[config.mk]
export PLATFORM = sky130hd
export DESIGN_NAME = cavlcRunBeforeTop
export DESIGN_NICKNAME = d
export VERILOG_FILES = /design/src/cavlcResidualPkg.sv /design/src/cavlcCodePkg.sv /design/src/runScanner.sv /design/src/runBeforeEncoder.sv /design/src/cavlcBlockCtrl.sv /design/src/cavlcRunBeforeTop.sv
export VERILOG_INCLUDE_DIRS = /design/src /design/src/include
export SDC_FILE = /design/constraint.sdc
export NUM_CORES = 1
export LEC_CHECK = 0
export BUFFER_PORTS_ARGS = -buffer_cell sky130_fd_sc_hd__buf_2
export CORE_UTILIZATION = 50
export DETAILED_ROUTE_END_ITERATION = 7
export PLACE_DENSITY_LB_ADDON = 0.2
export SYNTH_ARGS = -nofsm -noshare
export SYNTH_HDL_FRONTEND = slang
export SYNTH_SLANG_ARGS = --single-unit
[constraint.sdc]
create_clock -name clk -period 17.3 [get_ports clk]
set_input_delay 0 -clock clk [delete_from_list [all_inputs] [get_ports clk]]
set_output_delay 0 -clock clk [all_outputs]
set_load 0.01 [all_outputs]
[src/include/cavlc_cfg.svh]
`ifndef CAVLC_CFG_SVH
`define CAVLC_CFG_SVH

// --------------------
// block geometry
// --------------------
`define BLOCK_COEFFS 16  // coefficients in one 4x4 block
`define COEFF_W      16  // bits per coefficient

// --------------------
// code word sizing
// --------------------
// the longest run_before string of a block stays below 32 bits
`define CODE_W       32  // accumulated run_before string
`define CODE_LEN_W   6   // holds a bit length up to 32

`endif

[src/cavlcResidualPkg.sv]
`include "cavlc_cfg.svh"

package cavlcResidualPkg;

    // --------------------
    // coefficients
    // --------------------
    typedef logic signed [`COEFF_W-1:0] coeff_t;
    typedef coeff_t [`BLOCK_COEFFS-1:0] resBlock_t;  // zigzag order with DC at index 0

    // --------------------
    // scan result
    // --------------------
    typedef logic [3:0] runLen_t;                     // zeros below one coefficient
    typedef logic [4:0] zeroCnt_t;                    // counts from 0 to 16
    typedef runLen_t [`BLOCK_COEFFS-2:0] runList_t;   // entry 0 is the highest-frequency nonzero

    typedef struct packed {
        zeroCnt_t totalCoeff;
        zeroCnt_t totalZeros;  // zeros below the highest nonzero coefficient
        runList_t runs;
    } scanResult_t;

endpackage

[src/cavlcCodePkg.sv]
`include "cavlc_cfg.svh"

package cavlcCodePkg;

    // --------------------
    // code words
    // --------------------
    typedef logic [`CODE_W-1:0]     codeWord_t;  // right aligned, first code in the upper bits
    typedef logic [`CODE_LEN_W-1:0] codeLen_t;

    // --------------------
    // encoded result
    // --------------------
    // also used for a single table entry while encoding
    typedef struct packed {
        codeWord_t code;
        codeLen_t  len;
    } rbCode_t;

endpackage

[src/runScanner.sv]
`timescale 1ns/10ps
`include "cavlc_cfg.svh"

module runScanner
    import cavlcResidualPkg::*;
(
    input  logic        clk,
    input  logic        enc_rst,
    input  logic        scanStart,
    input  resBlock_t   block,
    output logic        scanDone,
    output scanResult_t scan
);
    resBlock_t   blkReg;
    logic [3:0]  idx;
    logic        busy;
    logic        found;
    runLen_t     zeroRun;
    scanResult_t work;

    coeff_t      curCoeff;
    logic        baseFound;
    runLen_t     baseRun;
    scanResult_t baseWork;
    zeroCnt_t    prevSlot;
    logic        nextFound;
    runLen_t     nextRun;
    scanResult_t nextWork;

    // --------------------
    // one scan step
    // --------------------
    always_comb begin
        curCoeff  = scanStart ? block[`BLOCK_COEFFS-1] : blkReg[idx];  // index 15 comes from the port
        baseFound = scanStart ? 1'b0 : found;
        baseRun   = scanStart ? '0 : zeroRun;
        baseWork  = scanStart ? '0 : work;
        prevSlot  = baseWork.totalCoeff - 5'd1;
        nextFound = baseFound;
        nextRun   = baseRun;
        nextWork  = baseWork;
        if (curCoeff != '0) begin
            if (baseFound) begin
                nextWork.runs[prevSlot[3:0]] = baseRun;  // close the run of the previous nonzero
            end
            nextFound           = 1'b1;
            nextRun             = '0;
            nextWork.totalCoeff = baseWork.totalCoeff + 5'd1;
        end else if (baseFound) begin
            nextRun             = baseRun + 4'd1;
            nextWork.totalZeros = baseWork.totalZeros + 5'd1;
        end
    end

    // --------------------
    // block and results
    // --------------------
    always_ff @(posedge clk) begin
        if (scanStart) begin
            blkReg <= block;
        end
        if (scanStart || busy) begin
            work    <= nextWork;
            zeroRun <= nextRun;
        end
        if (busy && idx == 4'd0) begin
            scan <= nextWork;  // the last open run is dropped here
        end
    end

    // --------------------
    // sequencing
    // --------------------
    always_ff @(posedge clk) begin
        if (enc_rst) begin
            busy     <= 1'b0;
            found    <= 1'b0;
            idx      <= '0;
            scanDone <= 1'b0;
        end else begin
            scanDone <= busy && (idx == 4'd0);
            if (scanStart || busy) begin
                found <= nextFound;
            end
            if (scanStart) begin
                busy <= 1'b1;
                idx  <= 4'(`BLOCK_COEFFS - 2);  // index 15 was handled in the start cycle
            end else if (busy) begin
                if (idx == 4'd0) begin
                    busy <= 1'b0;
                end else begin
                    idx <= idx - 4'd1;
                end
            end
        end
    end

endmodule

[src/runBeforeEncoder.sv]
`timescale 1ns/10ps

module runBeforeEncoder
    import cavlcResidualPkg::*;
    import cavlcCodePkg::*;
(
    input  logic        clk,
    input  logic        enc_rst,
    input  logic        encLoad,
    input  scanResult_t scan,
    output logic        encDone,
    output rbCode_t     code
);
    runList_t runs;
    zeroCnt_t runCount;
    zeroCnt_t stepCnt;
    zeroCnt_t zerosLeft;
    logic     busy;

    runLen_t  run;
    rbCode_t  stepCode;
    zeroCnt_t nextZeros;
    zeroCnt_t nextCnt;
    logic     loadGo;
    logic     stepGo;

    assign run       = runs[stepCnt[3:0]];
    assign nextZeros = zerosLeft - zeroCnt_t'(run);
    assign nextCnt   = stepCnt + 5'd1;
    assign loadGo    = (scan.totalCoeff > 5'd1) && (scan.totalZeros != '0);
    assign stepGo    = (nextCnt < runCount) && (nextZeros != '0);  // checked after each step

    // --------------------
    // run_before table
    // --------------------
    always_comb begin
        stepCode = '0;
        case (zerosLeft)
            5'd0: stepCode = '0;
            5'd1: begin
                stepCode.len  = 6'd1;
                stepCode.code = (run == 4'd0) ? 32'd1 : 32'd0;
            end
            5'd2: begin
                stepCode.len  = (run == 4'd0) ? 6'd1 : 6'd2;
                stepCode.code = (run == 4'd2) ? 32'd0 : 32'd1;
            end
            5'd3: begin
                stepCode.len  = 6'd2;
                stepCode.code = codeWord_t'(4'd3 - run);
            end
            5'd4: begin
                stepCode.len  = (run < 4'd3) ? 6'd2 : 6'd3;
                stepCode.code = (run < 4'd3) ? codeWord_t'(4'd3 - run) : codeWord_t'(4'd4 - run);
            end
            5'd5: begin
                stepCode.len  = (run < 4'd2) ? 6'd2 : 6'd3;
                stepCode.code = (run < 4'd2) ? codeWord_t'(4'd3 - run) : codeWord_t'(4'd5 - run);
            end
            5'd6: begin
                stepCode.len = (run == 4'd0) ? 6'd2 : 6'd3;
                case (run)
                    4'd0:    stepCode.code = 32'b11;
                    4'd1:    stepCode.code = 32'b000;
                    4'd2:    stepCode.code = 32'b001;
                    4'd3:    stepCode.code = 32'b011;
                    4'd4:    stepCode.code = 32'b010;
                    4'd5:    stepCode.code = 32'b101;
                    default: stepCode.code = 32'b100;
                endcase
            end
            default: begin
                if (run < 4'd7) begin
                    stepCode.len  = 6'd3;
                    stepCode.code = codeWord_t'(4'd7 - run);
                end else begin
                    stepCode.len  = codeLen_t'(run) - 6'd3;  // run-4 zeros then a one
                    stepCode.code = 32'd1;
                end
            end
        endcase
    end

    always_ff @(posedge clk) begin
        if (encLoad) begin
            runs     <= scan.runs;
            runCount <= scan.totalCoeff - 5'd1;
        end
    end

    always_ff @(posedge clk) begin
        if (enc_rst) begin
            busy      <= 1'b0;
            encDone   <= 1'b0;
            stepCnt   <= '0;
            zerosLeft <= '0;
            code      <= '0;
        end else begin
            encDone <= 1'b0;
            if (encLoad) begin
                busy      <= loadGo;
                encDone   <= !loadGo;  // nothing to code finishes right away
                stepCnt   <= '0;
                zerosLeft <= scan.totalZeros;
                code      <= '0;
            end else if (busy) begin
                code.code <= (code.code << stepCode.len) + stepCode.code;
                code.len  <= code.len + stepCode.len;
                zerosLeft <= nextZeros;
                stepCnt   <= nextCnt;
                if (!stepGo) begin
                    busy    <= 1'b0;
                    encDone <= 1'b1;
                end
            end
        end
    end

endmodule

[src/cavlcBlockCtrl.sv]
`timescale 1ns/10ps

module cavlcBlockCtrl (
    input  logic clk,
    input  logic enc_rst,
    input  logic req,
    output logic ack,
    output logic scanStart,
    input  logic scanDone,
    output logic encLoad,
    input  logic encDone
);
    typedef enum logic [2:0] {
        stIdle,
        stScanning,
        stEncoding,
        stAcknowledging,
        stReleasing
    } ctrlState_t;

    ctrlState_t state;

    // --------------------
    // block sequencing
    // --------------------
    always_ff @(posedge clk) begin
        if (enc_rst) begin
            state     <= stIdle;
            ack       <= 1'b0;
            scanStart <= 1'b0;
            encLoad   <= 1'b0;
        end else begin
            scanStart <= 1'b0;  // start pulses last one cycle
            encLoad   <= 1'b0;
            case (state)
                stIdle: begin
                    if (req) begin
                        state     <= stScanning;
                        scanStart <= 1'b1;
                    end
                end
                stScanning: begin
                    if (scanDone) begin
                        state   <= stEncoding;
                        encLoad <= 1'b1;
                    end
                end
                stEncoding: begin
                    if (encDone) begin
                        state <= stAcknowledging;
                        ack   <= 1'b1;  // result is already held by the encoder
                    end
                end
                stAcknowledging: begin
                    // a requester holding req high stalls here
                    if (!req) begin
                        state <= stReleasing;
                        ack   <= 1'b0;
                    end
                end
                stReleasing: begin
                    state <= stIdle;
                end
                default: begin
                    state <= stIdle;
                end
            endcase
        end
    end

endmodule

[src/cavlcRunBeforeTop.sv]
`timescale 1ns/10ps

module cavlcRunBeforeTop
    import cavlcResidualPkg::*;
    import cavlcCodePkg::*;
(
    input  logic      clk,
    input  logic      enc_rst,
    input  logic      req,
    input  resBlock_t block,
    output logic      ack,
    output rbCode_t   result
);
    logic        scanStart;
    logic        scanDone;
    logic        encLoad;
    logic        encDone;
    scanResult_t scan;

    cavlcBlockCtrl ctrl (
        .clk       (clk),
        .enc_rst   (enc_rst),
        .req       (req),
        .ack       (ack),
        .scanStart (scanStart),
        .scanDone  (scanDone),
        .encLoad   (encLoad),
        .encDone   (encDone)
    );

    runScanner scanner (
        .clk       (clk),
        .enc_rst   (enc_rst),
        .scanStart (scanStart),
        .block     (block),
        .scanDone  (scanDone),
        .scan      (scan)
    );

    runBeforeEncoder encoder (
        .clk     (clk),
        .enc_rst (enc_rst),
        .encLoad (encLoad),
        .scan    (scan),
        .encDone (encDone),
        .code    (result)
    );

endmodule

==> results of run 1 <==
==> metal layers <==
metal  track usage (%)  vias up
met5                 0        -
li1                  -     7655
met4              9.98        0
met3              4.19      112
met1              33.2     7945
met2              46.6      633
==> worst max-delay path: cells and delay by family (launching register included) <==
kind            cells  cell delay, ps
xor+xnor            1             140
simple gates        5             660
mux                 4            1290
flops               1            1090
fa+ha+maj           2             910
compound gates     13            3320
buf+inv             3             800
==> power breakdown <==
| part | switching (W) | total [W] | leakage (nW) | internal, W |
|---|---|---|---|---|
| registers | 0.0000331 | 0.00149 | 4.82 | 0.00146 |
| clock network | 0.000509 | 0.00114 | 0.839 | 0.000628 |
| logic | 0.0000976 | 0.000187 | 5.88 | 0.0000894 |
| total | 0.000640 | 0.00282 | 11.5 | 0.00218 |
==> path summary, 6_finish.rpt <==
check                                           to  slack, ps  depth (start not counted)
worst max-delay path              encoder.code[37]       8940                         28
worst min-delay path            scanner.blkReg[75]         90                          2
worst max register to register    encoder.code[37]       8940                         28
worst min register to register    encoder.runs[17]        400                          0
==> layout by cell type (no fill, tap or decap), types with 53 or more instances in the layout <==
cell type,synthesis,final
edfxtp_1,465,465
buf_2,9,297
dlygate4sd3_1,0,259
nor2_1,184,184
mux2i_1,167,167
a21oi_1,74,74
nor4_1,64,64
ha_1,62,62
dfxtp_1,63,60
nand2_1,59,59
clkbuf_16,0,53
==> flip-flops by register name, indices dropped and copies added (netlist names), 3 cells and up <==
name	count
ctrl.state	3
encoder.code	38
encoder.runCount	5
encoder.runs	60
encoder.stepCnt	5
encoder.zerosLeft	5
scanner.blkReg	256
scanner.idx	4
scanner.scan	70
scanner.work	70
scanner.zeroRun	4
==> layout make-up <==
cell class / instances / area (um2)
timing repair buffer: 573 / 4220
inverter: 40 / 153
fill: 3154 / 16000
clock inverter: 37 / 340
antenna: 10 / 25.0
tap: 600 / 751
multi-input combinational: 1059 / 7510
sequential: 528 / 15200
clock buffer: 61 / 1360
==> cells by family after synthesis <==
group | share of synthesized area [%]
mux | 8.67
flops | 65.7
compound gates | 7.74
fa+ha+maj | 3.60
simple gates | 10.3
xor+xnor | 2.08
buf+inv | 1.99
==> per-stage QoR <==
stage,hold slack [ps],worst slack (ps),cells
2_1_floorplan,98.9,9080,1700
3_3_place_gp,176,9160,2541
3_5_place_dp,178,8990,2541
4_1_cts,59.1,8960,2898
5_1_grt,80.5,8100,2908
6_report,87.4,8940,2908
==> run metrics, run 1 <==
#FFs+latches synth 528; # setup viols final 0; starting density of the core 50.9%; max layer used met4; count of max-cap constraint violations 0; proportion of layout cells with a drive suffix above 1 a little under a fifth; iteration-0 DRC count of the detailed router about 1200; overall power consumption 0.00282 W; via count 16300; number of buffers added for setup after CTS 0; net count of the finished layout about 2600; Total Routed Length 62900 um; Clock Sinks 528; number of detailed-routing iterations run before antenna repair 5; headroom to the max-slew limit 20.2%; most frequent cell after synthesis edfxtp_1; Rows around 80; routed wl met3 3500 um; CTS HTree Levels 2; Hold Crit Start block[75]; Die ar. 0.0472 mm2; maximum number of pins on one net before global-route repair 172; DIE WIDTH 217 um; ratio of routed vias to standard cells 5.62; total routing usage reported by global routing 26.6%; routed length per instance 21.6 um; leading area contributor after synthesis edfxtp_1; number of antenna violations at the first check in global routing 10; post-synthesis async set-or-reset flop share 0%; Slowest Stage Delay on Critical Path 1090 ps; RSZ-0062 raised after global routing false; clock buffer depth 3; PD cells 95.2 mW/mm2; Tightest Pin Transition 1200 ps; Worst-path clk slew 70 ps; total count of hold-check failures in the final report 0; achievable clock frequency 0.120 GHz; minimum clock period after layout 8360 ps; required time of the worst setup path 17770 ps; global-route wire length before repair a little under 100000 um; CTS root buffer clkbuf_16; fin. max-slew vios 0; fraction of synthesized cell area taken by the top area cell type between 60% and 70%; status completed; r2r startpoint encoder.stepCnt[1]; number of top-level design ports between 200 and 300; TritonCTS clock tree done; floorplan core area 0.0456 mm2; worst-case vdd ir drop 0.0000861 V; ratio of final minimum period to clock period approximately half; crit end category flop; quantity of gates resized following cts 0; drt drc 0; placed cell area 0.0253 mm2; cell area after synthesis 0.0232 mm2; critical path data arrival time 8830 ps; Startpoint Class flop; Avg Inst Size Synth 13.6 um2; total clock buffers created by CTS 53; count of input and output buffers 297; Synth cell types 74; total grt overflow 0; die boundary height about 220 um; static leakage 11.5 nW; growth of design area from synthesis to finish 27.6%; wire length the detailed router placed on met1 25400 um; GPL Wtd Cong between 0.8 and 0.9; Crit path top cell by count mux2i_1; Synth Net Count 2024; dpl hpwl 38000 um; Worst Setup SP encoder.stepCnt[1]; cell types with the largest area share after synthesis edfxtp_1, mux2i_1, dfxtp_1; Post-synth EDFFs 465; part of the Yosys area used for sequential elements 65.7%; Clk Latency, worst-skew pair 620 ps; primary flip-flop cell chosen by synthesis mapping edfxtp_1; hold buffer count at cts 259; Yosys warning total 0; Tightest Hold Check Type in -> reg; final standard cell area without fillers 0.0296 mm2; final cell utilization of the core about 65%; post-synthesis instance total 1700; critical setup path kind reg -> reg; antenna-violating nets left 0; worst-case clock skew 43.6 ps; cell with the largest stage delay on the worst path dfxtp_1; Fin Setup TNS 0 ps; number of global-route vias before repair 17000; detailed-routed wire length on met2 32100 um; top cell types by occurrence after synthesis edfxtp_1, nor2_1, mux2i_1; critical path peak fanout 34
No activity file was read; power rests on OpenSTA's default activity.
==> run 2, diff against run 1 <==
--- a/config.mk
+++ b/config.mk
@@ -6,6 +6,7 @@
 export SDC_FILE = /design/constraint.sdc
 export NUM_CORES = 1
 export LEC_CHECK = 0
+export ABC_AREA = 1
 export BUFFER_PORTS_ARGS = -buffer_cell sky130_fd_sc_hd__buf_2
 export CORE_UTILIZATION = 50
 export DETAILED_ROUTE_END_ITERATION = 7
==> constraint.sdc (replaced) <==
create_clock -name clk -period 7.4 [get_ports clk]
set_input_delay 0 -clock clk [delete_from_list [all_inputs] [get_ports clk]]
set_output_delay 0 -clock clk [all_outputs]
set_load 0.01 [all_outputs]
==> run metrics, run 2 <==
Avg Inst Size Synth 10.7 um2 (was 13.6 um2); antenna-violating nets left 0 (unchanged); count of input and output buffers 297 (unchanged); fin. max-slew vios 0 (unchanged); Buf+Inv Stages, Crit Path 7 (was 3); die boundary height 221 um (was 217 um); iteration-0 DRC count of the detailed router 1663 (was 1220); RSZ-0062 raised after global routing false (unchanged); area fraction in compound gates after synthesis 10.3% (was 7.74%); CTS HTree Levels 2 (unchanged); number of antenna violations at the first check in global routing 8 (was 10); final std cells w/o fill 3449 (was 2908); total clock buffers created by CTS 54 (was 53); #FFs+latches synth 528 (unchanged); critical path peak fanout 53 (was 34); post-synthesis async set-or-reset flop share 0% (unchanged); Clk Latency, worst-skew pair 630 ps (was 620 ps); Synth cell types 67 (was 74); cell types with the largest area share after synthesis edfxtp_1, nand2_1, dfxtp_1 (was edfxtp_1, mux2i_1, dfxtp_1); headroom to the max-slew limit 28.8% (was 20.2%); Largest register FFs 256 (unchanged); achievable clock frequency 0.158 GHz (was 0.120 GHz); post-synthesis instance total 2235 (was 1700); filler instances 3466 (was 3154); routed length per instance 20.2 um (was 21.6 um); minimum clock period after layout 6340 ps (was 8360 ps); Cells after DPL 3082 (was 2541); critical path data arrival time 6890 ps (was 8830 ps); total count of hold-check failures in the final report 0 (unchanged); total grt overflow 0 (unchanged); critical setup path kind reg -> reg (unchanged); cell area after synthesis 0.0240 mm2 (was 0.0232 mm2); worst-case clock skew 45.8 ps (was 43.6 ps); adder-cell area share of the yosys netlist 3.48% (was 3.60%); Startpoint Class flop (unchanged); clock buffer depth 3 (unchanged); PD cells 262 mW/mm2 (was 95.2 mW/mm2); Synth Net Count 2559 (was 2024); Tightest Pin Transition 1070 ps (was 1200 ps); fraction of synthesized cell area taken by the top area cell type 58.1% (was 60.2%); setup slack of the worst register-to-register path 1060 ps (was 8940 ps); top cell types by occurrence after synthesis nand2_1, edfxtp_1, inv_1 (was edfxtp_1, nor2_1, mux2i_1); Yosys warning total 0 (unchanged); leading area contributor after synthesis edfxtp_1 (unchanged); growth of design area from synthesis to finish 26.9% (was 27.6%); static leakage 12.5 nW (was 11.5 nW); crit end category flop (unchanged); cell type group with the largest total delay on the critical path simple AND/OR/NAND/NOR gates (was compound AO/OA/AOI/OAI gates); status completed (unchanged); primary flip-flop cell chosen by synthesis mapping edfxtp_1 (unchanged); proportion of layout cells with a drive suffix above 1 16.8% (was 18.4%); floorplan core area 0.0470 mm2 (was 0.0456 mm2); fraction of synthesized area in multiplexers 0.0417% (was 8.67%); ratio of final minimum period to clock period 85.7% (was 48.3%); xor/xnor cell area share of the yosys netlist 1.60% (was 2.08%); main combinational cell family by area after synthesis simple AND/OR/NAND/NOR gates (unchanged); Fin Setup TNS 0 ps (unchanged); count of max-cap constraint violations 0 (unchanged); Clock Sinks 528 (unchanged); starting density of the core 51.2% (was 50.9%); global-route wire length before repair 107000 um (was 96700 um); net count of the finished layout 3114 (was 2579); largest registers in the final layout scanner.blkReg x256, scanner.scan x70, scanner.work x70 (unchanged); cell with the largest stage delay on the worst path dfxtp_1 (unchanged); required time of the worst setup path 7950 ps (was 17770 ps); Slowest Stage Delay on Critical Path 630 ps (was 1090 ps); drt drc 0 (unchanged); Worst-path clk slew 70 ps (about the same); Tightest Hold Check Type in -> reg (unchanged); via count 19100 (was 16300); pre-CTS WS 1040 ps (was 8990 ps); total routing usage reported by global routing 28.3% (was 26.6%); TritonCTS clock tree done (unchanged); number of detailed-routing iterations run before antenna repair 6 (was 5); number of global-route vias before repair 19200 (was 17000); number of top-level design ports 298 (unchanged); leading cell types in the layout, fill and taps excluded nand2_1, edfxtp_1, buf_2, dlygate4sd3_1, inv_1 (was edfxtp_1, buf_2, dlygate4sd3_1, nor2_1, mux2i_1); part of the Yosys area used for sequential elements 63.4% (was 65.7%); Total Routed Length 69600 um (was 62900 um); worst-case vdd ir drop 0.000225 V (was 0.0000861 V); Rows 79 (was 78); Die ar. 0.0489 mm2 (was 0.0472 mm2); overall power consumption 0.00799 W (was 0.00282 W); area share of and/or/nand/nor cells after synthesis 16.2% (was 10.3%); # setup viols final 0 (unchanged); dpl hpwl 44900 um (was 38000 um); maximum number of pins on one net before global-route repair 199 (was 172); ratio of routed vias to standard cells 5.54 (was 5.62); GPL Wtd Cong 0.919 (was 0.879); Post-synth EDFFs 465 (unchanged); CTS root buffer clkbuf_16 (unchanged); most common library cell in the layout ignoring fill and taps nand2_1 (was edfxtp_1); Biggest register scanner.blkReg (unchanged); most frequent cell after synthesis nand2_1 (was edfxtp_1); Worst Slack Setup Final 1060 ps (was 8940 ps); DIE WIDTH 221 um (was 217 um)
## run 2: report_power, final
| part | internal [W] | switching (W) | total (W) |
|---|---|---|---|
| combinational | 0.000409 | 0.000868 | 0.00128 |
| sequential | 0.00376 | 0.000144 | 0.00390 |
| clock | 0.00162 | 0.00119 | 0.00281 |
| total | 0.00579 | 0.00220 | 0.00799 |
## run 2: worst paths after layout
kind,from,endpoint,cells past startpoint
setup / recovery,encoder.stepCnt[1],encoder.code[30],36
hold / removal,block[231],scanner.blkReg[231],2
setup reg to reg,encoder.stepCnt[1],encoder.code[30],36
hold reg to reg,scanner.scan[17],encoder.runs[17],0
## run 2: cells by family after synthesis
logic type	count (synthesis)
buffers and inverters	287
and+or+nand+nor	885
xor gates and xnor gates	44
AOI/OAI and AO/OA	425
adders and majority gates	65
DFF	528
muxes	1
## run 2: cell type report
type,instances,area [um2],area share [%]
diodes,9,22.5,0.0739
clock inverters,37,415,1.36
clock buffers,62,1410,4.63
well taps,607,759,2.49
inverters,214,810,2.66
repair buffers,572,4210,13.8
flip-flops and latches,528,15200,50.0
multi-input cells,1420,7610,25.0
## run 2: worst reg2reg max path, delay by kind of cell (launching register included)
family                     cells  cell delay [ps]
AOI/OAI and AO/OA             10             1740
and+or+nand+nor               16             2040
buffers and inverters          7              850
adders and majority gates      3             1080
DFF                            1              630
## run 2: repair_timing
action                    CTS  global route
gates resized for setup     0             0
hold endpoints to repair  268             0
setup buffers               0             0
hold buffers              259             0
## run 2: through the flow
step	utilization (%)	hold WS (ps)	cell area (um2)
floorplan	-	79.3	24000
global placement	55.4	176	26000
detailed placement	55.4	178	26000
CTS	64.9	44.4	30400
global route	64.9	58.9	30500
finish	64.9	79.7	30500
## run 2: routing by layer
layer	GRT usage (%)	vias to the layer above	wire length, um
met5	0	-	0
met4	11.0	0	2610
met3	4.32	162	4250
met2	49.7	854	34800
met1	35.0	9097	27900
li1	-	8991	-
==> run 3, diff against run 2 <==
--- a/config.mk
+++ b/config.mk
@@ -9,6 +9,7 @@
 export ABC_AREA = 1
 export BUFFER_PORTS_ARGS = -buffer_cell sky130_fd_sc_hd__buf_2
 export CORE_UTILIZATION = 50
+export CTS_BUF_LIST = sky130_fd_sc_hd__clkbuf_4 sky130_fd_sc_hd__clkbuf_8
 export DETAILED_ROUTE_END_ITERATION = 7
 export PLACE_DENSITY_LB_ADDON = 0.2
 export SYNTH_ARGS = -nofsm -noshare
==> run metrics, run 3 (synthesis gave the netlist of run 2 again) <==
die boundary height 221 um (unchanged); Biggest register scanner.blkReg (unchanged); final cell utilization of the core 65.7% (was 64.9%); critical path peak fanout 53 (unchanged); Rows 79 (unchanged); minimum clock period after layout 6370 ps (was 6340 ps); worst-case clock skew 48.8 ps (was 45.8 ps); CTS root buffer clkbuf_8 (was clkbuf_16); count of max-cap constraint violations 0 (unchanged); maximum number of pins on one net before global-route repair 199 (unchanged); Crit path top cell by count nand2_1; Largest register FFs 256 (unchanged); cell with the largest stage delay on the worst path dfxtp_1 (unchanged); PD cells 252 mW/mm2 (was 262 mW/mm2); RSZ-0062 raised after global routing false (unchanged); starting density of the core 51.2% (unchanged); Startpoint Class flop (unchanged); critical path data arrival time 6920 ps (was 6890 ps); achievable clock frequency 0.157 GHz (was 0.158 GHz); Fin Setup TNS 0 ps (unchanged); fin. max-slew vios 0 (unchanged); Tightest Pin Transition 1060 ps (was 1070 ps); drt drc 0 (unchanged); most common library cell in the layout ignoring fill and taps nand2_1 (unchanged); floorplan core area 0.0470 mm2 (unchanged); headroom to the max-slew limit 29.5% (was 28.8%); total count of hold-check failures in the final report 0 (unchanged); leading cell types in the layout, fill and taps excluded nand2_1, edfxtp_1, dlygate4sd3_1, buf_2, inv_1 (was nand2_1, edfxtp_1, buf_2, dlygate4sd3_1, inv_1); worst-case vdd ir drop 0.000181 V (was 0.000225 V); # setup viols final 0 (unchanged); iteration-0 DRC count of the detailed router 1689 (was 1663); net count of the finished layout 3196 (was 3114); number of detailed-routing iterations run before antenna repair 5 (was 6); Tightest Hold Check Type in -> reg (unchanged); static leakage 12.7 nW (was 12.5 nW); status completed (unchanged); number of antenna violations at the first check in global routing 13 (was 8); DIE WIDTH 221 um (unchanged); TritonCTS clock tree done (unchanged); Clock Sinks 528 (unchanged); CTS HTree Levels 3 (was 2); via count 19700 (was 19100); number of buffers added for setup after CTS 0 (unchanged); growth of design area from synthesis to finish 28.4% (was 26.9%); Worst Slack Setup Final 1030 ps (was 1060 ps); area taken by multi-input logic gates 0.00761 mm2 (unchanged); pre-CTS WS 1040 ps (unchanged); sequential standard cell area 0.0152 mm2 (unchanged); global-route wire length before repair 113000 um (was 107000 um); Total Routed Length 73100 um (was 69600 um); Die ar. 0.0489 mm2 (unchanged); cell type group with the largest total delay on the critical path compound AO/OA/AOI/OAI gates (was simple AND/OR/NAND/NOR gates); ratio of routed vias to standard cells 5.54 (about the same); number of top-level design ports 298 (unchanged); Buf+Inv Stages, Crit Path 4 (was 7); required time of the worst setup path 7950 ps (about the same); filler instances 3420 (was 3466); Worst-path clk slew 70 ps (about the same); clock buffer depth 3 (unchanged); antenna-violating nets left 0 (unchanged); count of input and output buffers 297 (unchanged); total clock buffers created by CTS 85 (was 54); proportion of layout cells with a drive suffix above 1 17.8% (was 16.8%); routed length per instance 20.5 um (was 20.2 um); number of global-route vias before repair 20100 (was 19200); largest registers in the final layout scanner.blkReg x256, scanner.scan x70, scanner.work x70 (unchanged); crit end category flop (unchanged); dpl hpwl 44900 um (unchanged); Slowest Stage Delay on Critical Path 630 ps (about the same); total grt overflow 0 (unchanged); ratio of final minimum period to clock period 86.1% (was 85.7%); GPL Wtd Cong 0.919 (unchanged); total routing usage reported by global routing 29.9% (was 28.3%); Clk Latency, worst-skew pair 690 ps (was 630 ps); critical setup path kind reg -> reg (unchanged)
-- run 3: cell count changes in the layout (fill, tap and decap cells not counted), sizes merged --
cell,before,now
diode,9,13
clkbuf,62,121
bufinv,7,1
clkinvlp,1,0
dlygate4sd3,259,310
clkinv,31,35
inv,212,213
-- run 3: final cells by class --
class,instances,area share (%)
antenna,13,0.105
clock buffer,121,4.79
clock inverter,35,0.649
inverter,214,2.62
multi-input combinational,1420,24.7
sequential,528,49.4
tap,607,2.46
timing repair buffer,623,15.3
-- run 3: final timing paths --
| check | cells after the start | start | endpoint | slack (ps) |
|---|---|---|---|---|
| max reg2reg | 35 | encoder.stepCnt[1] | encoder.code[30] | 1030 |
| min | 2 | block[69] | scanner.blkReg[69] | 40 |
| max | 35 | encoder.stepCnt[1] | encoder.code[30] | 1030 |
| min reg2reg | 0 | scanner.scan[14] | encoder.runs[14] | 410 |
-- run 3: repair_timing --
item	CTS	global route
hold buffers	310	0
hold endpoints to repair	268	0
gates resized for setup	0	0
-- run 3: per-layer routing --
| metal | GRT usage [%] | wire length (um) |
|---|---|---|
| met3 | 5.35 | 5010 |
| met1 | 36.0 | 28300 |
| met4 | 15.5 | 3590 |
| met5 | 0 | 0 |
| met2 | 51.4 | 36200 |
-- run 3: per-stage QoR --
stage,hold WS [ps],total power [W],cell area (um2),cells
6_report,37.0,0.00777,30800,3561
2_1_floorplan,79.3,0.00470,24000,2235
5_1_grt,12.3,0.00808,30800,3560
3_5_place_dp,178,0.00508,26000,3082
3_3_place_gp,176,0.00505,26000,3082
4_1_cts,0.0128,0.00770,30800,3548
-- run 3: power breakdown --
part	internal (W)	switching, W
clock network	0.00133	0.00122
logic	0.000427	0.000880
registers	0.00376	0.000153
